File: src/source/cl_aos_pkg.sv
// Shared definitions for the AOS memory-drive design
// Host address map, register offsets, memory widths and bus structs
`default_nettype none

package cl_aos_pkg;

	// ------------------------------------------------------------------------
	// Application slots and host window
	// ------------------------------------------------------------------------
	localparam int NUM_APPS    = 2;
	localparam int APP_SEL_W   = 1;
	localparam int AXIL_ADDR_W = 32;
	localparam int SR_DATA_W   = 32;

	// Byte address = slot index, register offset, two zero bits
	localparam int REG_OFS_LSB = 2;
	localparam int REG_OFS_W   = 4;
	localparam int APP_SEL_LSB = 6;

	// Register offsets within one slot
	localparam logic [REG_OFS_W-1:0] REG_MEM_ADDR = 4'd0;
	localparam logic [REG_OFS_W-1:0] REG_WR_DATA  = 4'd1;
	localparam logic [REG_OFS_W-1:0] REG_CMD      = 4'd2;
	localparam logic [REG_OFS_W-1:0] REG_RD_DATA  = 4'd3;
	localparam logic [REG_OFS_W-1:0] REG_STATUS   = 4'd4;

	// ------------------------------------------------------------------------
	// Memory channel
	// ------------------------------------------------------------------------
	localparam int MEM_WORD_ADDR_W = 8;
	// Slot index sits on top of the word address
	localparam int MEM_ADDR_W      = APP_SEL_W + MEM_WORD_ADDR_W;
	localparam int DRAM_LATENCY    = 2;

	localparam logic [1:0] AXI_RESP_OKAY = 2'b00;

	// Soft-register request, one-cycle pulse
	typedef struct packed {
		logic                   valid;
		logic                   is_write;
		logic [AXIL_ADDR_W-1:0] addr;
		logic [SR_DATA_W-1:0]   data;
	} softreg_req_t;

	typedef struct packed {
		logic                 valid;
		logic [SR_DATA_W-1:0] data;
	} softreg_resp_t;

	// Single-word memory request, held until grant
	typedef struct packed {
		logic                  valid;
		logic                  is_write;
		logic [MEM_ADDR_W-1:0] addr;
		logic [SR_DATA_W-1:0]  data;
		logic [APP_SEL_W-1:0]  tag;
	} ami_req_t;

	// Read data only, tag names the slot
	typedef struct packed {
		logic                 valid;
		logic [SR_DATA_W-1:0] data;
		logic [APP_SEL_W-1:0] tag;
	} ami_resp_t;

endpackage

`default_nettype wire

File: src/source/softreg_router.sv
// Soft-register router
// Steers host requests to one slot by address, returns that slot's read data
`default_nettype none

module softreg_router (
	input  wire                              clk_main_a0,
	input  wire                              rst_main_n,
	input  wire  cl_aos_pkg::softreg_req_t   sr_req,
	output cl_aos_pkg::softreg_resp_t        sr_resp,
	output cl_aos_pkg::softreg_req_t         app_req [cl_aos_pkg::NUM_APPS],
	input  wire  cl_aos_pkg::softreg_resp_t  app_resp [cl_aos_pkg::NUM_APPS]
);

	import cl_aos_pkg::*;

	logic [APP_SEL_W-1:0] req_sel;
	logic [APP_SEL_W-1:0] rd_sel_q;
	logic [NUM_APPS-1:0]  resp_vld;

	// Slot index straight from the byte address
	assign req_sel = sr_req.addr[APP_SEL_LSB +: APP_SEL_W];

	// Payload fans out, valid only to the addressed slot
	always_comb begin
		for (int i = 0; i < NUM_APPS; i++) begin
			app_req[i]       = sr_req;
			app_req[i].valid = sr_req.valid && (req_sel == APP_SEL_W'(i));
			resp_vld[i]      = app_resp[i].valid;
		end
	end

	// Remember who owes the read answer
	always_ff @(posedge clk_main_a0) begin
		if (!rst_main_n) begin
			rd_sel_q <= '0;
		end else if (sr_req.valid && !sr_req.is_write) begin
			rd_sel_q <= req_sel;
		end
	end

	assign sr_resp = app_resp[rd_sel_q];

	// Slots answer only their own reads
	a_resp_onehot: assert property (@(posedge clk_main_a0) disable iff (!rst_main_n)
		$onehot0(resp_vld));

	a_resp_owner: assert property (@(posedge clk_main_a0) disable iff (!rst_main_n)
		(resp_vld != '0) |-> resp_vld[rd_sel_q]);

endmodule

`default_nettype wire

File: config.mk
export PLATFORM = sky130hd
export DESIGN_NAME = softreg_router
export DESIGN_NICKNAME = d
export VERILOG_FILES = /design/src/source/cl_aos_pkg.sv /design/src/source/softreg_router.sv
export SDC_FILE = /design/constraint.sdc
export NUM_CORES = 1
export LEC_CHECK = 0
export BUFFER_PORTS_ARGS = -buffer_cell sky130_fd_sc_hd__buf_2
export CAP_MARGIN = 15
export CORE_AREA = 10 10 109 111
export DETAILED_ROUTE_END_ITERATION = 10
export DIE_AREA = 0 0 119 121
export GPL_TIMING_DRIVEN = 0
export MAX_ROUTING_LAYER = met4
export PLACE_DENSITY = 0.66
export RECOVER_POWER = 50
export SETUP_SLACK_MARGIN = 0.4
export SLEW_MARGIN = 20
export SYNTH_ARGS = -nofsm -noshare
export SYNTH_HDL_FRONTEND = slang
export SYNTH_SLANG_ARGS = --single-unit
File: constraint.sdc
create_clock -name clk_main_a0 -period 1.3 [get_ports clk_main_a0]
set_input_delay 0.26 -clock clk_main_a0 [delete_from_list [all_inputs] [get_ports clk_main_a0]]
set_output_delay 0.26 -clock clk_main_a0 [all_outputs]
set_load 0.01 [all_outputs]
==> impl_metrics.yaml <==
floorplanning:
  die_area_um2: 14400
  io_pins: 299
  rows: 36
  core_um2: 9639
  die_x_um: 119
  initial_utilization: 0.1643
  die_h_um: 121
timing:
  worst_pin_slew_ps: 161.1
  fin_skew_ps: 0
  setup-violations-final: 11
  drv_slew: 0
  max_clock_freq_mhz: 760.7
  hold_viol_final: 0
  post-route-period-util: 1.011
  slew_headroom: 0.8931
  setup_slack_ps: -14.57
  fin_crit_ps: 1315
  rsz0062_at_grt: "true"
clocking:
  clkSlewWorstSetupHoldPaths_ps: 0
  clkLatencyLatePin_ps: 0
worst_setup_path:
  setup.worst_path.start_class: "flip-flop"
  criticalPathCategory: "flip-flop to output port"
  arrival_ps: 1050
  cp-end-kind: "output port"
  reg2regPathDepth: 7
  r2r-start: "rd_sel_q"
  required_ps: 1040
  crit_path_start: "rd_sel_q"
  crit_fanout: 10
  rrSetupSlack_ps: 190
  rr_endpoint: "rd_sel_q"
layout:
  drive_above_1_share: 0.8261
  area_growth_pct: 97.55
  largest_reg_flops: 1
  final_common_cell: "buf_2"
  postLayoutCoreUtil: 0.3246
  antenna-diode-count: 0
  largest_register: "rd_sel_q"
  mostFrequentLayoutCells: "buf_2 (135), buf_4 (130), clkbuf_1 (68)"
  final_nets: 550
  largest_registers: "rd_sel_q x1"
  instances_no_fill: 547
  fill_cells: 1081
synthesis:
  ys.warnings.count: 0
  ys_types: 10
  synth.avg_cell_area_um2: 9.104
  synth_area_um2: 1584
  yosysSeqAreaShare: 0.01264
  synth_cells: 174
  syn_nets: 308
  synth_seq_cells: 1
pwr:
  p_per_area_nw_per_um2: 380.0
  ir_drop_mv: 0.1971
  power_mw: 1.189
  p_leak_nw: 1.744
route:
  postRouteWirelength_um: 8551
  drt_iter0_markers: 26
  firstDrtPassIters: 4
  wl_per_cell_um: 15.63
  ant_nets: 0
  vias: 1853
  remaining_drc_errors: 0
  via_per_inst: 3.388
global_route:
  grt_pass1_vias: 2105
  grt.met2_usage: 0.2040
  top_usage_layer: "met2"
  grt_usage: 0.1035
  grt_max_degree: 11
  use_met1: 0.1047
  gr-total-overflow: 0
  grt_use_met3: 0.02420
  grt_pass1_wl_um: 12130
  antenna_found_initial: 0
status:
  violations: "negative setup slack"
  status: "finished with violations"
min_path:
  min_from: "sr_req[38]"
  hold_class: "primary input to flip-flop"
  hold_depth: 3
  min_to: "rd_sel_q"
place:
  placed_cells: 542
  place_congestion: 0.7056
  io_buffers: 235
  dp_hpwl_um: 7836
  place_ws_ps: -65.04
job:
  drv_cap: 0
## critical path: stages (launching register included)
cell and delay (ps):
dfxtp_2 310, buf_12 140, buf_12 150, mux2_4 300
buf_2 150
## power by group
part	total [mW]	switching, mW	leakage (nW)	internal [mW]
clock	0	0	0	0
sequential	0.0344	0.00117	0.00860	0.0333
combinational	1.15	0.439	1.74	0.716
## synthesized netlist by cell type (all sizes together)
cell type,instances,share of area
nand2,2,0.0047
dfxtp,1,0.013
buf,134,0.66
mux2,33,0.30
and2,1,0.0040
nor2b,2,0.0079
mux2i,1,0.0063
## worst max-delay path by stage
stage | end | slack (ps) | depth (start not counted)
2_1_floorplan | sr_resp[10] | 150 | 3
3_3_place_gp | sr_resp[27] | -60 | 4
3_5_place_dp | sr_resp[28] | -70 | 4
4_1_cts | sr_resp[15] | -30 | 4
5_1_grt | sr_resp[30] | -40 | 4
6_report | sr_resp[13] | -10 | 4
## layout make-up
type,count,area [um^2],share of cell area
tap,133,166.4,0.05318
timing repair buffer,240,1364,0.4358
multi-input combinational,39,521.8,0.1667
sequential,1,21.27,0.006797
buffer,134,1056,0.3375
## kinds of logic (layout without fill, tap and decap cells)
| family | after synthesis | count (layout) | synth area share |
|---|---|---|---|
| buffers and inverters | 134 | 374 | 0.6611 |
| DFF | 1 | 1 | 0.01264 |
| muxes | 34 | 34 | 0.3096 |
| and+or+nand+nor | 5 | 5 | 0.01659 |
## through the flow
step / instance area (um^2) / TNS [ps] / hold slack [ps]
4_1_cts: 3181 / -274.5 / 515.3
2_1_floorplan: 1585 / 0 / 394.6
3_3_place_gp: 2928 / -1086 / 519.1
5_1_grt: 3129 / -644.7 / 547.1
3_5_place_dp: 2928 / -1112 / 524.7
6_report: 3129 / -77.39 / 517.0
## metal layers
metal,part of all wire,up-vias
met5,0,-
met4,0.0090,0
met3,0.066,6
met2,0.59,105
met1,0.34,837
li1,-,905
## what timing repair did
action                                  4_1_cts  5_1_grt
endpoints found under the setup margin       36       39
pin swaps                                     1        2
resized for setup                            42        6
cloned                                        1        0
buffers inserted                              3        1
hold buffers                                  0        0
Power figures use the tool's default switching activity.
