--- config.mk ---
export PLATFORM = sky130hd
export DESIGN_NAME = axil_softreg_bridge
export DESIGN_NICKNAME = d
export VERILOG_FILES = /design/src/source/cl_aos_pkg.sv /design/src/source/axil_softreg_bridge.sv
export SDC_FILE = /design/constraint.sdc
export NUM_CORES = 1
export LEC_CHECK = 0
export BUFFER_PORTS_ARGS = -buffer_cell sky130_fd_sc_hd__buf_2
export CORE_AREA = 2 2 95 97
export DETAILED_ROUTE_END_ITERATION = 8
export DIE_AREA = 0 0 97 99
export SETUP_SLACK_MARGIN = 0.2
export SYNTH_ARGS = -nofsm -noshare
export SYNTH_HDL_FRONTEND = slang
export SYNTH_SLANG_ARGS = --single-unit
export TNS_END_PERCENT = 30
--- constraint.sdc ---
create_clock -name clk_main_a0 -period 2.05 [get_ports clk_main_a0]
set_clock_uncertainty 0.1 [all_clocks]
set_input_delay 0.41 -clock clk_main_a0 [delete_from_list [all_inputs] [get_ports clk_main_a0]]
set_output_delay 0.41 -clock clk_main_a0 [all_outputs]
set_load 0.02 [all_outputs]
--- src/source/cl_aos_pkg.sv ---
// Shared definitions for the AOS memory-drive design
// Host address map, register offsets, memory widths and bus structs
`default_nettype none

package cl_aos_pkg;

	// ------------------------------------------------------------------------
	// Application slots and host window
	// ------------------------------------------------------------------------
	localparam int NUM_APPS    = 2;
	localparam int APP_SEL_W   = 1;
	localparam int AXIL_ADDR_W = 32;
	localparam int SR_DATA_W   = 32;

	// Byte address = slot index, register offset, two zero bits
	localparam int REG_OFS_LSB = 2;
	localparam int REG_OFS_W   = 4;
	localparam int APP_SEL_LSB = 6;

	// Register offsets within one slot
	localparam logic [REG_OFS_W-1:0] REG_MEM_ADDR = 4'd0;
	localparam logic [REG_OFS_W-1:0] REG_WR_DATA  = 4'd1;
	localparam logic [REG_OFS_W-1:0] REG_CMD      = 4'd2;
	localparam logic [REG_OFS_W-1:0] REG_RD_DATA  = 4'd3;
	localparam logic [REG_OFS_W-1:0] REG_STATUS   = 4'd4;

	// ------------------------------------------------------------------------
	// Memory channel
	// ------------------------------------------------------------------------
	localparam int MEM_WORD_ADDR_W = 8;
	// Slot index sits on top of the word address
	localparam int MEM_ADDR_W      = APP_SEL_W + MEM_WORD_ADDR_W;
	localparam int DRAM_LATENCY    = 2;

	localparam logic [1:0] AXI_RESP_OKAY = 2'b00;

	// Soft-register request, one-cycle pulse
	typedef struct packed {
		logic                   valid;
		logic                   is_write;
		logic [AXIL_ADDR_W-1:0] addr;
		logic [SR_DATA_W-1:0]   data;
	} softreg_req_t;

	typedef struct packed {
		logic                 valid;
		logic [SR_DATA_W-1:0] data;
	} softreg_resp_t;

	// Single-word memory request, held until grant
	typedef struct packed {
		logic                  valid;
		logic                  is_write;
		logic [MEM_ADDR_W-1:0] addr;
		logic [SR_DATA_W-1:0]  data;
		logic [APP_SEL_W-1:0]  tag;
	} ami_req_t;

	// Read data only, tag names the slot
	typedef struct packed {
		logic                 valid;
		logic [SR_DATA_W-1:0] data;
		logic [APP_SEL_W-1:0] tag;
	} ami_resp_t;

endpackage

`default_nettype wire

--- src/source/axil_softreg_bridge.sv ---
// AXI4-Lite to soft-register bridge
// One access at a time; writes win over reads
// Read data is captured the cycle after the request and held for the host
`default_nettype none

module axil_softreg_bridge (
	input  wire                                    clk_main_a0,
	input  wire                                    rst_main_n,
	// Write address
	input  wire                                    awvalid,
	input  wire  [cl_aos_pkg::AXIL_ADDR_W-1:0]     awaddr,
	output logic                                   awready,
	// Write data
	input  wire                                    wvalid,
	input  wire  [cl_aos_pkg::SR_DATA_W-1:0]       wdata,
	input  wire  [cl_aos_pkg::SR_DATA_W/8-1:0]     wstrb,
	output logic                                   wready,
	// Write response
	output logic                                   bvalid,
	output logic [1:0]                             bresp,
	input  wire                                    bready,
	// Read address
	input  wire                                    arvalid,
	input  wire  [cl_aos_pkg::AXIL_ADDR_W-1:0]     araddr,
	output logic                                   arready,
	// Read data
	output logic                                   rvalid,
	output logic [cl_aos_pkg::SR_DATA_W-1:0]       rdata,
	output logic [1:0]                             rresp,
	input  wire                                    rready,
	// Soft-register side
	output cl_aos_pkg::softreg_req_t               sr_req,
	input  wire cl_aos_pkg::softreg_resp_t         sr_resp
);

	import cl_aos_pkg::*;

	typedef enum logic [1:0] {
		S_IDLE,
		S_WRESP,
		S_RWAIT,
		S_RRESP
	} state_t;

	state_t               state_q;
	state_t               state_nxt;
	logic                 rdy_q;
	logic                 wr_hs;
	logic                 ar_hs;
	logic [SR_DATA_W-1:0] rdata_q;

	// Address and data taken together, so each ready waits on the other valid
	assign awready = rdy_q & wvalid;
	assign wready  = rdy_q & awvalid;
	// Read only when no complete write is offered
	assign arready = rdy_q & ~(awvalid & wvalid);

	assign wr_hs = rdy_q & awvalid & wvalid;
	assign ar_hs = arready & arvalid;

	// Request pulse in the handshake cycle
	// Partial-strobe writes are answered but dropped
	always_comb begin
		sr_req.valid    = (wr_hs & (&wstrb)) | ar_hs;
		sr_req.is_write = wr_hs;
		sr_req.addr     = wr_hs ? awaddr : araddr;
		sr_req.data     = wdata;
	end

	always_comb begin
		state_nxt = state_q;
		case (state_q)
			S_IDLE: begin
				if (wr_hs) begin
					state_nxt = S_WRESP;
				end else if (ar_hs) begin
					state_nxt = S_RWAIT;
				end
			end
			S_WRESP: begin
				if (bready) begin
					state_nxt = S_IDLE;
				end
			end
			// Slot answers one cycle after the request
			S_RWAIT: begin
				if (sr_resp.valid) begin
					state_nxt = S_RRESP;
				end
			end
			default: begin
				if (rready) begin
					state_nxt = S_IDLE;
				end
			end
		endcase
	end

	// Ready flag trails reset by one cycle
	always_ff @(posedge clk_main_a0) begin
		if (!rst_main_n) begin
			state_q <= S_IDLE;
			rdy_q   <= 1'b0;
		end else begin
			state_q <= state_nxt;
			rdy_q   <= (state_nxt == S_IDLE);
		end
	end

	// Read data capture
	always_ff @(posedge clk_main_a0) begin
		if (state_q == S_RWAIT && sr_resp.valid) begin
			rdata_q <= sr_resp.data;
		end
	end

	assign bvalid = (state_q == S_WRESP);
	assign rvalid = (state_q == S_RRESP);
	assign rdata  = rdata_q;
	assign bresp  = AXI_RESP_OKAY;
	assign rresp  = AXI_RESP_OKAY;

	// Read response held under back-pressure
	a_r_hold: assert property (@(posedge clk_main_a0) disable iff (!rst_main_n)
		rvalid && !rready |=> rvalid && $stable(rdata));

	// No new access while a response waits for the host
	a_no_accept: assert property (@(posedge clk_main_a0) disable iff (!rst_main_n)
		(bvalid || rvalid) |-> !(awready || wready || arready));

endmodule

`default_nettype wire

==> results of run 1 <==
[per-stage QoR]
stage,cells,total power [mW],hold WS (ns),utilization
after global placement,380,1.23,0.419,0.302
final,390,1.82,0.205,0.322
after floorplan,131,1.14,0.393,-
after global routing,390,1.91,0.185,0.322
after CTS,390,1.85,0.195,0.322
after detailed placement,380,1.24,0.433,0.302
[cell usage in the layout, fill, tap and decap left out, drive strengths merged]
cell / netlist / routed
a21boi: 1 / 1
a32oi: 1 / 1
and2: 3 / 3
and3: 2 / 2
buf: 40 / 183
bufinv: 0 / 1
clkbuf: 0 / 5
clkinv: 0 / 2
conb: 1 / 4
dfxtp: 3 / 3
edfxtp: 32 / 32
inv: 4 / 4
mux2: 32 / 32
mux4: 1 / 1
nand2: 2 / 2
nand3: 1 / 1
nand4: 1 / 1
nor2: 3 / 3
o21ai: 1 / 1
[cell usage after synthesis]
| cell | count |
|---|---|
| conb_1 | 1 |
| buf_2 | 3 |
| nand3_2 | 1 |
| mux2_2 | 32 |
| dfxtp_1 | 3 |
| and3_1 | 2 |
| a32oi_1 | 1 |
| and2_1 | 3 |
| edfxtp_1 | 32 |
| mux4_2 | 1 |
| a21boi_0 | 1 |
| o21ai_0 | 1 |
| nor2_1 | 3 |
| nand4_1 | 1 |
| nand2_1 | 2 |
| inv_1 | 4 |
| buf_4 | 37 |
[final cells by class]
class	instances	area (µm²)	share of cell area
Clock inverter	3	38.8	0.0141
Timing Repair Buffer	183	981	0.356
Tap cell	108	135	0.0491
Clock buffer	5	68.8	0.0250
Sequential cell	35	1020	0.371
Multi-Input combinational cell	52	493	0.179
Inverter	4	15.0	0.00545
[layer usage]
| layer | track usage | share of wire | wire length [µm] | vias to the layer above |
|---|---|---|---|---|
| met5 | 0 | 0 | 0 | - |
| met3 | 0.0426 | 0.12 | 656 | 5 |
| met4 | 0.0423 | 0.016 | 85 | 0 |
| met1 | 0.0955 | 0.32 | 1730 | 695 |
| met2 | 0.207 | 0.55 | 2980 | 143 |
| li1 | - | - | - | 721 |
[sequential cells by signal (all words and copies together) (netlist names)]
register	count
rdata	32
state_q	2
rdy_q	1
[worst paths after layout]
kind,start,endpoint,slack (ns),cells after the start
setup / recovery,rdy_q$_SDFF_PN0_,sr_req[37],0.11,4
hold / removal,sr_resp[0],rdata[0]$_DFFE_PP_,0.20,1
setup reg to reg,rdy_q$_SDFF_PN0_,rdy_q$_SDFF_PN0_,0.46,4
hold reg to reg,state_q[0]$_SDFF_PN0_,state_q[1]$_SDFF_PN0_,0.45,3
[repair_timing]
item | CTS | global route
cloned | 2 | 0
resized for setup | 4 | 0
endpoints found under the setup margin | 33 | 33
pin swaps | 1 | 0
[power breakdown]
| group | internal (mW) | switching [mW] |
|---|---|---|
| clock network | 0.356 | 0.227 |
| registers | 0.809 | 0.0104 |
| logic | 0.199 | 0.216 |
[cell families (layout without fill, tap and decap cells)]
family / after synthesis / count (layout) / synth area share
DFF: 35 / 35 / 0.566
buffers and inverters: 44 / 195 / 0.171
AOI/OAI and AO/OA: 3 / 3 / 0.0118
muxes: 33 / 33 / 0.212
and+or+nand+nor: 12 / 12 / 0.0368
other: 1 / 4 / 0.00208
==> results.sh, run 1 <==
export IMPL_status="finished clean"
export IMPL_syn_to_final_growth_pct=52.7
export IMPL_die_h_um=99
export IMPL_dp_hpwl_um=4360
export IMPL_synth_warnings=0
export IMPL_crit_required_ns=1.54
export IMPL_cts_sinks=35
export IMPL_ctsHoldBuffers=0
export IMPL_io_buffers=178
export IMPL_avgSynthCellArea_um2=14.1
export IMPL_num_rows=34
export IMPL_rsz0062_at_grt="true"
export IMPL_grt_pass1_vias=1463
export IMPL_final_antenna_net_count=0
export IMPL_routed_wl_um=5450
export IMPL_insertion_delay_ns=0.27
export IMPL_drive_above_1_share=0.798
export IMPL_syn_area_um2=1800
export IMPL_io_pins=247
export IMPL_syn_inst=128
export IMPL_grt_max_degree=33
export IMPL_final_min_clock_period_ns=1.94
export IMPL_path_delay_family="flip-flops"
export IMPL_dieArea_um2=9600
export IMPL_start_util=0.211
export IMPL_criticalPathCategory="reg -> out"
export IMPL_htreeDepth=2
export IMPL_cts_buffers=5
export IMPL_leakagePower_nw=1.34
export IMPL_drc=0
export IMPL_cts_tree="yes"
export IMPL_finalSetupViolCount=0
export IMPL_ir_drop_v=0.000263
export IMPL_yosys_area_top_type="edfxtp_1"
export IMPL_setup_ws_ns=0.110
export IMPL_num_fill_cells=892
export IMPL_worstHoldPathType="in -> reg"
export IMPL_crit_path_end_kind="output port"
export IMPL_cp_max_fo=9
export IMPL_drt_iter0_drc=13
export IMPL_nets=421
export IMPL_clk_pin_slew_ns=0.07
export IMPL_antenna_cells=0
export IMPL_grt_usage=0.105
export IMPL_stdcell_area_um2=2750
export IMPL_power_density_nw_per_um2=660
export IMPL_antenna_found_initial=0
export IMPL_fin_tns_setup_ns=0
export IMPL_slowest_stage="dfxtp_2"
export IMPL_final_max_slew_violation_count=0
export IMPL_synthTopCellsByArea="edfxtp_1, mux2_2, buf_4"
export IMPL_drt_pass1_iter_count=4
export IMPL_place_ws_ns=0.153
export IMPL_cp_arrival_ns=1.43
export IMPL_yosysUniqueCellTypes=17
export IMPL_core_area_um2=8550
export IMPL_cts_root_buf="clkbuf_8"
export IMPL_timing_fmax_mhz=516
export IMPL_slowest_delay_ns=0.36
export IMPL_num_vias=1564
export IMPL_post_cts_buffers=0
export IMPL_routabilityCongestion=0.802
export IMPL_finalCritPeriodShare=0.946
export IMPL_startpoint_type="flip-flop"
export IMPL_synthDominantCellAreaShare=0.533
export IMPL_worst_path_buf_inv=2
export IMPL_synth_seq_area_share=0.566
export IMPL_dpl_cell_area_um2=2580
export IMPL_synth_seq_cells=35
export IMPL_die_x_um=97
export IMPL_crit_chain="nand3_4, buf_12, mux2_2, buf_2"
export IMPL_clockBufferDepth=2
export IMPL_grt_ovfl_total=0
export IMPL_finalHoldViolations=0
export IMPL_max_cap_violations=0
export IMPL_wl_per_cell_um=14.0
export IMPL_grt_pass1_wl_um=7560
export IMPL_viasPerCell=4.01
Power figures use the tool's default switching activity.
==> run 2: changes to the inputs <==
Settings changed: CORE_AREA 2 2 95 97 to 5 5 94 96, CTS_BUF_LIST set to sky130_fd_sc_hd__clkbuf_4 sky130_fd_sc_hd__clkbuf_8, DIE_AREA 0 0 97 99 to 0 0 99 101.
==> run 2 against run 1 <==
Register-to-register slack lost 0.02 ns. Critical endpoint is now sr_req[38]. First-iteration DRC count grew 92%. Largest power group unchanged. Power shrank 5.9%. Final area grew 1.3%. Sequential cell count is the same. Cell count shrank 0.51%. Wire length grew 7.9%. Non-clock buffer count grew 1.
==> results.sh, run 2 (synthesis results as in run 1) <==
export IMPL_nets=422
export IMPL_clockBufferDepth=2
export IMPL_layout_common_cells="buf_2, mux2_2, edfxtp_1"
export IMPL_cts_tree="yes"
export IMPL_met3_usage=0.0491
export IMPL_final_min_clock_period_ns=1.95
export IMPL_endpoint="sr_req[38]"
export IMPL_die_h_um=101
export IMPL_met2_usage=0.193
export IMPL_clk_pin_slew_ns=0.07
export IMPL_reg2reg_from="rdy_q$_SDFF_PN0_"
export IMPL_grt_busiest_layer="met2"
export IMPL_setup_worst_path_start="rdy_q$_SDFF_PN0_"
export IMPL_postLayoutCoreUtil=0.350
export IMPL_grt_max_degree=33
export IMPL_drt_iter0_drc=25
export IMPL_syn_to_final_growth_pct=54.7
export IMPL_grt_ovfl_total=0
export IMPL_grt_util_met1=0.106
export IMPL_max_cap_violations=0
export IMPL_start_util=0.226
export IMPL_r2r_setup_slack_ns=0.44
export IMPL_num_vias=1566
export IMPL_grt_usage=0.106
export IMPL_wl_per_cell_um=15.2
export IMPL_hold_depth=1
export IMPL_io_pins=247
export IMPL_finalHoldViolations=0
export IMPL_fin_tns_setup_ns=0
export IMPL_multiInputGateArea_um2=497
export IMPL_cp_arrival_ns=1.44
export IMPL_crit_path_end_kind="output port"
export IMPL_worstHoldPathType="in -> reg"
export IMPL_drc=0
export IMPL_power_density_nw_per_um2=613
export IMPL_num_rows=33
export IMPL_finalSetupViolCount=0
export IMPL_dp_hpwl_um=4820
export IMPL_startpoint_type="flip-flop"
export IMPL_cts_sinks=35
export IMPL_finalCritPeriodShare=0.953
export IMPL_io_buffers=178
export IMPL_ff2ff_path_depth=4
export IMPL_final_max_slew_violation_count=0
export IMPL_grt_pass1_wl_um=8150
export IMPL_ff_latch_area_um2=1020
export IMPL_num_fill_cells=821
export IMPL_viasPerCell=4.04
export IMPL_drive_above_1_share=0.799
export IMPL_htreeDepth=2
export IMPL_criticalPathCategory="reg -> out"
export IMPL_ir_drop_v=0.000191
export IMPL_core_area_um2=7970
export IMPL_final_common_cell="buf_2"
export IMPL_timing_fmax_mhz=512
export IMPL_grt_pass1_vias=1630
export IMPL_leakagePower_nw=1.35
export IMPL_cts_buffers=5
export IMPL_drt_pass1_iter_count=4
export IMPL_die_x_um=99
export IMPL_crit_required_ns=1.54
export IMPL_routed_wl_um=5880
export IMPL_antenna_found_initial=1
export IMPL_rsz0062_at_grt="true"
export IMPL_status="finished clean"
export IMPL_dieArea_um2=10000
export IMPL_insertion_delay_ns=0.28
export IMPL_final_antenna_net_count=0
export IMPL_rr_endpoint="rdy_q$_SDFF_PN0_"
export IMPL_largest_reg_flops=32
export IMPL_antenna_cells=0
export IMPL_routabilityCongestion=0.786
export IMPL_cts_root_buf="clkbuf_8"
export IMPL_cp_max_fo=8
run 2: repair_timing:
item / CTS / global route
gates cloned: 2 / 1
pin swaps: 1 / 0
endpoints found under the setup margin: 34 / 33
gates resized for setup: 5 / 11
hold buffers: 0 / 0
setup buffers: 0 / 1
endpoints found under the hold margin: 0 / 0
run 2: power by group:
group / internal [mW] / switching [mW]
clock network: 0.230 / 0.228
logic: 0.214 / 0.219
registers: 0.809 / 0.0107
run 2: worst min-delay path by stage:
stage | from | to | slack, ns
finish | sr_resp[22] | rdata[22]$_DFFE_PP_ | 0.20
global route | sr_resp[26] | rdata[26]$_DFFE_PP_ | 0.19
CTS | sr_resp[22] | rdata[22]$_DFFE_PP_ | 0.19
detailed placement | state_q[0]$_SDFF_PN0_ | state_q[1]$_SDFF_PN0_ | 0.43
global placement | state_q[0]$_SDFF_PN0_ | state_q[1]$_SDFF_PN0_ | 0.42
floorplan | state_q[0]$_SDFF_PN0_ | state_q[1]$_SDFF_PN0_ | 0.39
run 2: through the flow:
| step | area, µm² | worst slack [ns] | hold WS (ns) | total power, mW | std cells |
|---|---|---|---|---|---|
| 4_1_cts | 2720 | 0.0845 | 0.190 | 1.72 | 386 |
| 3_5_place_dp | 2570 | 0.192 | 0.435 | 1.23 | 376 |
| 3_3_place_gp | 2570 | 0.195 | 0.421 | 1.23 | 376 |
| 5_1_grt | 2790 | 0.0325 | 0.186 | 1.81 | 388 |
| 6_report | 2790 | 0.0969 | 0.201 | 1.71 | 388 |
| 2_1_floorplan | 1810 | 0.292 | 0.393 | 1.14 | 131 |
run 2: layout make-up:
type / instances / share of cell area
Timing Repair Buffer: 184 / 0.372
Multi-Input combinational cell: 52 / 0.178
Sequential cell: 35 / 0.367
Inverter: 4 / 0.00538
Clock inverter: 3 / 0.00538
Tap cell: 105 / 0.0471
Clock buffer: 5 / 0.0247
run 2: routing by layer:
metal | up-vias | share of wire
met5 | - | 0.0022
met4 | 2 | 0.013
met3 | 9 | 0.14
met2 | 145 | 0.52
met1 | 686 | 0.33
li1 | 724 | -
run 2: worst max-delay path, cell delays in order, from the launching register on:
cell,delay (ns)
dfxtp_4,0.35
nand3_4,0.14
clkbuf_16,0.20
mux2_2,0.34
buf_6,0.13
