`config.mk`:
```
export PLATFORM = sky130hd
export DESIGN_NAME = mem_drive_app
export DESIGN_NICKNAME = d
export VERILOG_FILES = /design/src/source/cl_aos_pkg.sv /design/src/source/mem_drive_app.sv
export SDC_FILE = /design/constraint.sdc
export NUM_CORES = 1
export LEC_CHECK = 0
export BUFFER_PORTS_ARGS = -buffer_cell sky130_fd_sc_hd__buf_2
export CORE_MARGIN = 10
export CORE_UTILIZATION = 54
export CTS_CLUSTER_DIAMETER = 150
export DETAILED_ROUTE_END_ITERATION = 7
export GPL_TIMING_DRIVEN = 0
export PLACE_DENSITY = 0.95
export SLEW_MARGIN = 30
export SYNTH_ARGS = -nofsm -noshare
export SYNTH_HDL_FRONTEND = slang
export SYNTH_SLANG_ARGS = --single-unit
```
`constraint.sdc`:
```
create_clock -name clk_main_a0 -period 7.5 [get_ports clk_main_a0]
set_clock_uncertainty 0.15 [all_clocks]
set_input_delay 2.25 -clock clk_main_a0 [delete_from_list [all_inputs] [get_ports clk_main_a0]]
set_output_delay 2.25 -clock clk_main_a0 [all_outputs]
set_load 0.005 [all_outputs]
```
`src/source/cl_aos_pkg.sv`:
```
// Shared definitions for the AOS memory-drive design
// Host address map, register offsets, memory widths and bus structs
`default_nettype none

package cl_aos_pkg;

	// ------------------------------------------------------------------------
	// Application slots and host window
	// ------------------------------------------------------------------------
	localparam int NUM_APPS    = 2;
	localparam int APP_SEL_W   = 1;
	localparam int AXIL_ADDR_W = 32;
	localparam int SR_DATA_W   = 32;

	// Byte address = slot index, register offset, two zero bits
	localparam int REG_OFS_LSB = 2;
	localparam int REG_OFS_W   = 4;
	localparam int APP_SEL_LSB = 6;

	// Register offsets within one slot
	localparam logic [REG_OFS_W-1:0] REG_MEM_ADDR = 4'd0;
	localparam logic [REG_OFS_W-1:0] REG_WR_DATA  = 4'd1;
	localparam logic [REG_OFS_W-1:0] REG_CMD      = 4'd2;
	localparam logic [REG_OFS_W-1:0] REG_RD_DATA  = 4'd3;
	localparam logic [REG_OFS_W-1:0] REG_STATUS   = 4'd4;

	// ------------------------------------------------------------------------
	// Memory channel
	// ------------------------------------------------------------------------
	localparam int MEM_WORD_ADDR_W = 8;
	// Slot index sits on top of the word address
	localparam int MEM_ADDR_W      = APP_SEL_W + MEM_WORD_ADDR_W;
	localparam int DRAM_LATENCY    = 2;

	localparam logic [1:0] AXI_RESP_OKAY = 2'b00;

	// Soft-register request, one-cycle pulse
	typedef struct packed {
		logic                   valid;
		logic                   is_write;
		logic [AXIL_ADDR_W-1:0] addr;
		logic [SR_DATA_W-1:0]   data;
	} softreg_req_t;

	typedef struct packed {
		logic                 valid;
		logic [SR_DATA_W-1:0] data;
	} softreg_resp_t;

	// Single-word memory request, held until grant
	typedef struct packed {
		logic                  valid;
		logic                  is_write;
		logic [MEM_ADDR_W-1:0] addr;
		logic [SR_DATA_W-1:0]  data;
		logic [APP_SEL_W-1:0]  tag;
	} ami_req_t;

	// Read data only, tag names the slot
	typedef struct packed {
		logic                 valid;
		logic [SR_DATA_W-1:0] data;
		logic [APP_SEL_W-1:0] tag;
	} ami_resp_t;

endpackage

`default_nettype wire

```
`src/source/mem_drive_app.sv`:
```
// Memory-drive application slot
// Register file plus a one-deep command engine
// CMD bit 0 picks a write of WR_DATA or a read into RD_DATA at MEM_ADDR
`default_nettype none

module mem_drive_app (
	input  wire                              clk_main_a0,
	input  wire                              rst_main_n,
	input  wire  cl_aos_pkg::softreg_req_t   sr_req,
	output cl_aos_pkg::softreg_resp_t        sr_resp,
	output cl_aos_pkg::ami_req_t             mem_req,
	input  wire                              mem_grant,
	input  wire  cl_aos_pkg::ami_resp_t      mem_resp
);

	import cl_aos_pkg::*;

	logic [REG_OFS_W-1:0]       ofs;
	logic                       reg_wr;
	logic                       reg_rd;
	logic [MEM_WORD_ADDR_W-1:0] mem_addr_q;
	logic [SR_DATA_W-1:0]       wr_data_q;
	logic [SR_DATA_W-1:0]       rd_data_q;
	logic                       busy_q;
	logic                       req_vld_q;
	logic                       op_wr_q;
	logic [15:0]                op_cnt_q;
	logic                       op_done;
	logic [SR_DATA_W-1:0]       rd_mux;
	logic                       resp_vld_q;
	logic [SR_DATA_W-1:0]       resp_data_q;

	assign ofs    = sr_req.addr[REG_OFS_LSB +: REG_OFS_W];
	assign reg_wr = sr_req.valid & sr_req.is_write;
	assign reg_rd = sr_req.valid & ~sr_req.is_write;

	// Writes finish at grant, reads at response
	assign op_done = (req_vld_q & mem_grant & op_wr_q) | mem_resp.valid;

	// ------------------------------------------------------------------------
	// Registers and command engine
	// ------------------------------------------------------------------------
	always_ff @(posedge clk_main_a0) begin
		if (!rst_main_n) begin
			mem_addr_q <= '0;
			wr_data_q  <= '0;
			rd_data_q  <= '0;
			busy_q     <= 1'b0;
			req_vld_q  <= 1'b0;
			op_wr_q    <= 1'b0;
			op_cnt_q   <= '0;
		end else begin
			if (reg_wr && ofs == REG_MEM_ADDR) begin
				mem_addr_q <= sr_req.data[MEM_WORD_ADDR_W-1:0];
			end
			if (reg_wr && ofs == REG_WR_DATA) begin
				wr_data_q <= sr_req.data;
			end
			// New command only when idle
			if (reg_wr && ofs == REG_CMD && !busy_q) begin
				busy_q    <= 1'b1;
				req_vld_q <= 1'b1;
				op_wr_q   <= sr_req.data[0];
			end
			// Request leaves on grant
			if (req_vld_q && mem_grant) begin
				req_vld_q <= 1'b0;
			end
			if (mem_resp.valid) begin
				rd_data_q <= mem_resp.data;
			end
			if (op_done) begin
				busy_q   <= 1'b0;
				op_cnt_q <= op_cnt_q + 16'd1;
			end
		end
	end

	// Zero-extended request, arbiter fills in slot bits
	always_comb begin
		mem_req.valid    = req_vld_q;
		mem_req.is_write = op_wr_q;
		mem_req.addr     = MEM_ADDR_W'(mem_addr_q);
		mem_req.data     = wr_data_q;
		mem_req.tag      = '0;
	end

	// Readback, CMD and holes read as zero
	always_comb begin
		case (ofs)
			REG_MEM_ADDR: rd_mux = SR_DATA_W'(mem_addr_q);
			REG_WR_DATA:  rd_mux = wr_data_q;
			REG_RD_DATA:  rd_mux = rd_data_q;
			REG_STATUS:   rd_mux = {op_cnt_q, 15'd0, busy_q};
			default:      rd_mux = '0;
		endcase
	end

	// Answer exactly one cycle after the read
	always_ff @(posedge clk_main_a0) begin
		if (!rst_main_n) begin
			resp_vld_q <= 1'b0;
		end else begin
			resp_vld_q <= reg_rd;
		end
	end

	always_ff @(posedge clk_main_a0) begin
		if (reg_rd) begin
			resp_data_q <= rd_mux;
		end
	end

	assign sr_resp.valid = resp_vld_q;
	assign sr_resp.data  = resp_data_q;

	// Memory data arrives only for our own outstanding read
	a_resp_expected: assert property (@(posedge clk_main_a0) disable iff (!rst_main_n)
		mem_resp.valid |-> busy_q && !op_wr_q && !req_vld_q);

endmodule

`default_nettype wire

```
==> impl_summary.md, run 1 <==
Worst setup path
The arrival time reported for the critical path endpoint is 3.90 ns. STA classifies the critical path startpoint as a primary input. The launch point of the worst path is sr_req[37]. The setup path with the least slack is of type in -> reg. The data required time of the worst path is about 7.8 ns. The critical-path maximum fanout is 10. The beginning of the worst register-to-register path is op_cnt_q[0]. The critical path endpoint category is a flip-flop.

Timing
Setup repair after global routing left no endpoint under its margin. The worst pin sits at a relative slew slack of 44.00%. In the final timing run, aggregate negative setup slack is 0 ns. The number of pins exceeding their max-slew limit in the final report is 0.

The post-route clock period utilization is 48.54%. The post-layout worst setup margin is 3.860 ns. Setup violations remaining at the end of the flow were counted as 0. The routed design could run at a clock period as short as 3.640 ns. The number of hold violations in the final report is 0. The transition time of the tightest slew-check pin is approximately 0.84 ns. The smallest hold slack is 0.3239 ns. Derived from the worst setup path, the maximum achievable clock frequency is 274.7 MHz.

Place
Once placement finished, the instance area stood at 6066 um^2. The half-perimeter wire length of the detailed placement result is 11.84 mm. Buffers placed on the I/O ports in this run total ~150. The weighted congestion reported at the end of routability-driven placement is 0.8247. Timing analysis after detailed placement gives a worst setup slack of 3.451 ns.

Power and ir drop
VDD sags by at most approximately 160 uV. Summed over all cells, the static leakage comes to 0.002924 uW. The areal power density over the cells is ~240 nW/um^2.

Drt
Dividing the detail-routed wire length by the instance count gives about 22 um. Before antenna repair, the detailed router went through 8 iterations. Dividing the detail-routed via count by the number of cells gives ~5.9. The routed wire length is between 15 and 20 mm.

The final route contains 4657 vias. The count of nets left with antenna violations once routing finished came out at 0. In the routed design, unresolved DRC markers number 12. The initial DRC count is 782.

Floorplan
The die is 117.5 um tall. The x dimension of the die is 117.5 um. The core region is 9240 um^2. The I/O pin count is 180.

Row generation in the floorplan step produced 35 rows. The initial utilization of the core area, before any placement, comes to ~56%. The floorplan step defined a die boundary enclosing approximately 14000 um^2.

Run
The max-cap check violation count is 0.

Logic synthesis
The simple logic cell fraction of the synthesized area is 16.79%. The biggest area consumer among synthesized cells is dfxtp_1. The post-synthesis compound-gate area fraction is 12.60%. For this run, asynchronously set or reset flops after synthesis account for 0%. Of the total synthesized cell area, the portion taken by XOR and XNOR cells is 1.194%. The distinct cell type count of the synthesized netlist is between 40 and 50. Yosys attributes the largest share of cell area to dfxtp_1 36%, edfxtp_1 19%, mux2i_1 8.8%, nand2_1 5.7%, nor2b_1 5.4%.

The area share of fa/ha/maj cells after synthesis is 0.2437%. The share of synthesized area in the top cell type comes to 35.87%. The synthesized design contains 124 register bits.

The combinational family with the most area after synthesis is simple AND/OR/NAND/NOR gates. Dividing the synthesized area by the synthesized cell count gives 10.74 um^2. Counting flops with a built-in enable in the synthesized netlist gives 32. In the synthesized netlist the dominant register cell turns out to be dfxtp_1.

The synthesis warning total is 0. The total standard cell area after synthesis is around 5000 um^2. The mux contribution to synthesized area is around 9%. Synthesis produced a netlist whose cell count is 478. For this run, the register share of the synthesized area comes to between 50% and 60%.

Global route
The number of global-route vias before repair is about 4700. The largest net degree at the start of global routing is 20. The first-pass GRT wire length is 26.57 mm.

The fraction of met3 tracks used by global routing is 8.441%. The total global routing overflow is 0. The met2 global-route usage is between 40% and 50%.

Global routing used between 20% and 30% of the available met1 tracks. The highest-utilization routing layer at the global route stage is met2. The initial antenna violation count is 2.

The global-route usage over all layers is 24.07%.

Clocking
After clock tree synthesis, the repair step resized 0 gates. The longest clock path from root to sink contains 2 buffers. TritonCTS built the clock tree. The number of H-tree branching levels is 4. The clock root buffer is clkbuf_8. After clock tree synthesis, the setup repair step added 0 buffers.

The number of clock buffers inserted by TritonCTS is 17. The clock drives 124 sinks. The register clock-pin slew on the reported worst setup and hold paths is 0.06 ns.

The later pin in the worst-skew pair is clocked with a latency of 0.53 ns. The number of buffers inserted for hold repair after clock tree synthesis is 0.

Finish
The net count of the finished layout is approximately 750. The fraction of final layout cells with drive strength greater than 1 is between 30 and 40%. The final non-filler cell area is 6616 um^2. The area overhead of the layout relative to synthesis is 28.85%. The fill cell instance count of the final layout is 579. The area used by sequential logic in the layout is around 2800 um^2. In the final layout, the multi-input gates occupy 2059 um^2.

Run status
The run finished, with violations left. The checks that failed: design-rule violations.

Min path
The worst hold path begins at wr_data_q[19]. The path class of the tightest hold or removal check is reg -> reg.
[worst max-delay path, cell delays in order]
cell and delay, ns:
buf_2 0.17, nor4b_4 0.46, nand3_1 0.32, clkbuf_1 0.40, nand2_1 0.18, a21boi_1 0.11
[power breakdown]
group	switching [uW]	total, uW	leakage [uW]	internal (uW)
Combinational	55.8	103	0.00162	46.7
Clock	298	752	0.000257	454
Sequential	11.5	717	0.00105	705
[Yosys cell counts (all sizes together) (4+ instances only)]
| library cell | count |
|---|---|
| dfxtp | 92 |
| nand2 | 78 |
| mux2i | 45 |
| nor2b | 44 |
| a21boi | 36 |
| edfxtp | 32 |
| inv | 26 |
| a222oi | 23 |
| buf | 17 |
| clkbuf | 17 |
| a22o | 8 |
| and2 | 8 |
| nand3 | 7 |
| xnor2 | 5 |
| nor4b | 4 |
[layer usage]
| layer | routed length, um | vias up |
|---|---|---|
| met1 | 6085 | 2189 |
| met5 | 0 | - |
| li1 | - | 2025 |
| met3 | 1845 | 77 |
| met2 | 8593 | 366 |
| met4 | 706 | 0 |
[registers in the layout, indices dropped and copies added, names as in the netlist]
name,flops
busy_q,1
mem_addr_q,8
op_cnt_q,16
op_wr_q,1
rd_data_q,32
req_vld_q,1
resp_data_q,32
resp_vld_q,1
wr_data_q,32
[per-stage QoR]
step,utilization [%],power [uW],cells
4_1_cts,71.55,1566,787
6_report,71.60,1571,789
3_5_place_dp,65.65,827.0,755
2_1_floorplan,-,775.3,479
3_3_place_gp,65.27,819.3,754
5_1_grt,71.58,1615,788
[layout make-up]
type | count | share of cell area, %
Sequential cell | 124 | 42.36
Multi-Input combinational cell | 295 | 31.13
Timing Repair Buffer | 147 | 11.46
Clock buffer | 21 | 6.789
Buffer | 34 | 2.818
Tap cell | 129 | 2.439
Inverter | 26 | 1.475
Clock inverter | 11 | 1.456
Antenna cell | 2 | 0.07564
[worst paths after layout]
kind / end / slack (ns) / depth (start not counted)
min reg2reg: wr_data_q[19] / 0.32 / 2
max: wr_data_q[23] / 3.86 / 6
min: wr_data_q[19] / 0.32 / 2
max reg2reg: op_cnt_q[14] / 5.43 / 5
[placed cells by master, fill, tap and decap left out, types with 19 or more instances in the layout]
cell type / instances
inv_1: 26
clkbuf_1: 19
nor2b_1: 43
edfxtp_1: 32
nand2_1: 78
a222oi_1: 23
dfxtp_1: 92
buf_2: 154
a21boi_1: 32
mux2i_1: 45
[cells by family (layout without fill, tap and decap cells)]
family                   Yosys count  after routing
other                              1              4
buffers and inverters             60            239
flip-flops                       124            124
AO/OA/AOI/OAI                     77             77
adder cells (fa/ha/maj)            1              1
AND/OR/NAND/NOR                  162            162
XOR/XNOR                           7              7
multiplexers                      46             46
Note: power is estimated with default switching activity, not from simulation.
==> run 2: changes to the inputs <==
--- a/config.mk
+++ b/config.mk
@@ -5,13 +5,14 @@
 export SDC_FILE = /design/constraint.sdc
 export NUM_CORES = 1
 export LEC_CHECK = 0
+export ABC_AREA = 1
 export BUFFER_PORTS_ARGS = -buffer_cell sky130_fd_sc_hd__buf_2
 export CORE_MARGIN = 10
-export CORE_UTILIZATION = 54
+export CORE_UTILIZATION = 45
 export CTS_CLUSTER_DIAMETER = 150
 export DETAILED_ROUTE_END_ITERATION = 7
 export GPL_TIMING_DRIVEN = 0
-export PLACE_DENSITY = 0.95
+export PLACE_DENSITY = 0.86
 export SLEW_MARGIN = 30
 export SYNTH_ARGS = -nofsm -noshare
 export SYNTH_HDL_FRONTEND = slang
==> constraint.sdc (replaced) <==
create_clock -name clk_main_a0 -period 3.1 [get_ports clk_main_a0]
set_clock_uncertainty 0.15 [all_clocks]
set_input_delay 0.93 -clock clk_main_a0 [delete_from_list [all_inputs] [get_ports clk_main_a0]]
set_output_delay 0.93 -clock clk_main_a0 [all_outputs]
set_load 0.005 [all_outputs]
==> impl_summary.md, run 2 <==
Run status
The flow ran to the end, and the final reports show no timing, DRC or antenna violations.

Logic synthesis
The synthesis warning total is 0. The sequential share of the synthesized area is 55.74%. The cell count after synthesis is around 600. The post-synthesis average cell area is 8.423 um^2. The share of flip-flops with an asynchronous set or reset is 0%. Ranked by instance count, the synthesized netlist is headed by 93 x nor2_1, 92 x dfxtp_1, 88 x o21ai_0. The total of flip-flops plus latches after synthesis is 124. The synthesized netlist contains 28 unique library cells. The most instantiated library cell after synthesis is nor2_1.

The synthesized design contains 32 enable-type register cells. In this run the cell area of the synthesized design comes to 5029 um^2. In this run the biggest area consumer among cell types represents ~37% of the synthesized area.

The primary flip-flop cell chosen by synthesis mapping is dfxtp_1. Ranked by total cell area, the synthesized netlist is headed by dfxtp_1 37%, edfxtp_1 19%, o21ai_0 8.8%, nor2_1 6.9%, nand2_1 5.7%. The biggest area consumer among synthesized cells is dfxtp_1.

Worst setup path
The launch point of the worst path is req_vld_q. The cell family contributing the most delay on the critical path is flip-flops. STA classifies the critical path startpoint as a flip-flop. For the worst setup path, the data arrival time is 1.09 ns. At the worst endpoint, the required time is 2.02 ns.

The critical path goes through buf_4, buf_2. The critical path endpoint category is a primary output. The beginning of the worst register-to-register path is op_cnt_q[1]. The class of the most critical setup path is reg -> out.

In this run the worst path has a maximum fanout of 4. The largest single stage delay on the critical path is 0.37 ns. The slowest stage of the critical path is the dfxtp_1 cell. Together, buffers and inverters on the worst path number 2.

Floorplan
The area enclosed by the die boundary is between 15000 and 20000 um^2. In this run the horizontal extent of the chip is 125.7 um. The total number of placement rows is 38. After floorplanning, the core was sized to cover 10890 um^2. In this run the vertical extent of the chip is 125.7 um. The I/O pin count is 180. Once the floorplan was initialized, standard cells occupied 46.18% of the core.

Min path
The path class of the tightest hold or removal check is reg -> reg. The startpoint of the lowest-slack hold path is wr_data_q[13].

Drt
In this run the remaining antenna-violating nets after routing total 0. The post-detailed-route via-to-cell ratio is roughly 5.2. The routed wire length is 15.98 mm. In the final routed layout, each cell accounts on average for roughly 17 um. The first-pass iteration count of the detailed router is 6. The detailed router placed 4789 vias in this run. After detailed routing, the number of remaining DRC violations is 0. In this run, the number of DRC markers left after iteration 0 of detailed routing was between 600 and 700.

Clocking
The clock root buffer is clkbuf_8. The clock tree from TritonCTS is done. The clock reaches the later pin of the worst-skew pair after 0.51 ns. The number of buffers inserted for hold repair after clock tree synthesis is 0. The number of gates resized after CTS was 0. The register clock-pin slew on the reported worst setup and hold paths is 0.06 ns. The total number of clock tree sinks is 124. The number of clock buffers inserted by TritonCTS is 17. The maximum buffer depth of the clock tree is 2. The H-tree was split into 4 levels. The number of buffers added for setup after CTS is 0.

Timing
The worst relative slew slack is 53.71%. The post-route clock period utilization is 70.13%. Setup repair after global routing left no endpoint under its margin. On the final layout, the worst hold slack is 0.3165 ns.

The number of setup violations in the final report is 0. The transition time of the tightest slew-check pin is 0.6944 ns. The minimum clock period after layout is 2.174 ns. The number of pins exceeding their max-slew limit in the final report is 0. The number of hold violations in the final report is 0. Derived from the worst setup path, the maximum achievable clock frequency is between 400 and 500 MHz.

Power and ir drop
The design draws 4015 uW. The largest vdd supply drop is 320.9 uV. The areal power density over the cells is 609.2 nW/um^2. The total leakage power is approximately 0.0028 uW.

Finish
The fill cell instance count of the final layout is 937. The finished layout holds 918 standard cells, fillers aside. The area growth from synthesis to layout is 31.08%. The diode insertion count for antenna repair is 0. The final layout contains 869 nets. The largest registers in the layout are rd_data_q x32, resp_data_q x32, wr_data_q x32. Of the cells placed in the final design, the portion with a size suffix greater than 1 is 27.25%. The most frequent standard cell in the layout excluding fill and tap cells is buf_2. In the layout the commonest cells are 155 x buf_2, 92 x nor2_1, 92 x dfxtp_1. After routing the design area is 6591 um^2.

Place
After detailed placement, the design holds a cell count of 886. The number of buffers inserted by port buffering is 147. After legalization and detailed placement, the total HPWL measured 11.68 mm.

Once placement finished, the instance area stood at 5978 um^2. The weighted congestion reported at the end of routability-driven placement is between 0.9 and 1.

Global route
The first-pass GRT wire length is roughly 25 mm. The total global routing overflow is 0. The largest net degree at the start of global routing is 23. The initial antenna violation count is 0. The global-route usage over all layers is between 10% and 20%. The number of global-route vias before repair is around 4800.

Run
The tool flagged a number of max-cap violations equal to 0.
[run 2: power by group]
part,switching [uW],internal (uW)
registers,25.0,1710
logic,143,95.1
clock network,731,1310
[run 2: logic make-up after synthesis]
group	after synthesis	share of synthesized area, %
compound gates	164	18.04
fa+ha+maj	1	0.2488
buf+inv	108	9.430
flops	124	55.74
other cells	1	0.07457
simple gates	199	16.47
[run 2: final timing paths]
kind	end	slack, ns	depth (start not counted)
setup / recovery	mem_req[43]	0.93	2
hold / removal	wr_data_q[13]	0.32	2
setup reg to reg	op_cnt_q[12]	1.50	8
hold reg to reg	wr_data_q[13]	0.32	2
[run 2: through the flow]
stage          setup WS (ns)  util (%)  setup TNS, ns
6_report              0.9259     60.54              0
5_1_grt               0.8710     60.54              0
4_1_cts               0.9119     60.54              0
3_5_place_dp          0.7478     54.91              0
3_3_place_gp         -0.5861     54.59         -18.65
2_1_floorplan         0.1955         -              0
[run 2: area by class of cell]
class | instances | area [um^2] | area share (%)
inverters | 73 | 274.0 | 4.157
clock buffers | 18 | 417.9 | 6.340
clock inverters | 14 | 195.2 | 2.961
flip-flops and latches | 124 | 2803 | 42.52
plain buffers | 35 | 200.2 | 3.037
well taps | 140 | 175.2 | 2.658
repair buffers | 148 | 763.2 | 11.58
multi-input cells | 366 | 1763 | 26.75
[run 2: worst min-delay path: stages (launching register included)]
cell and delay (ns):
dfxtp_1 0.31, inv_1 0.06, a21oi_1 0.05
[run 2: metal layers]
metal | track usage, % | share of wire, % | routed length (um) | vias up
met5 | 0 | 0 | 0 | -
met4 | 7.114 | 2.3 | 374 | 0
met3 | 6.921 | 11 | 1679 | 28
met2 | 32.07 | 47 | 7567 | 248
met1 | 23.21 | 40 | 6355 | 2201
li1 | - | - | - | 2312
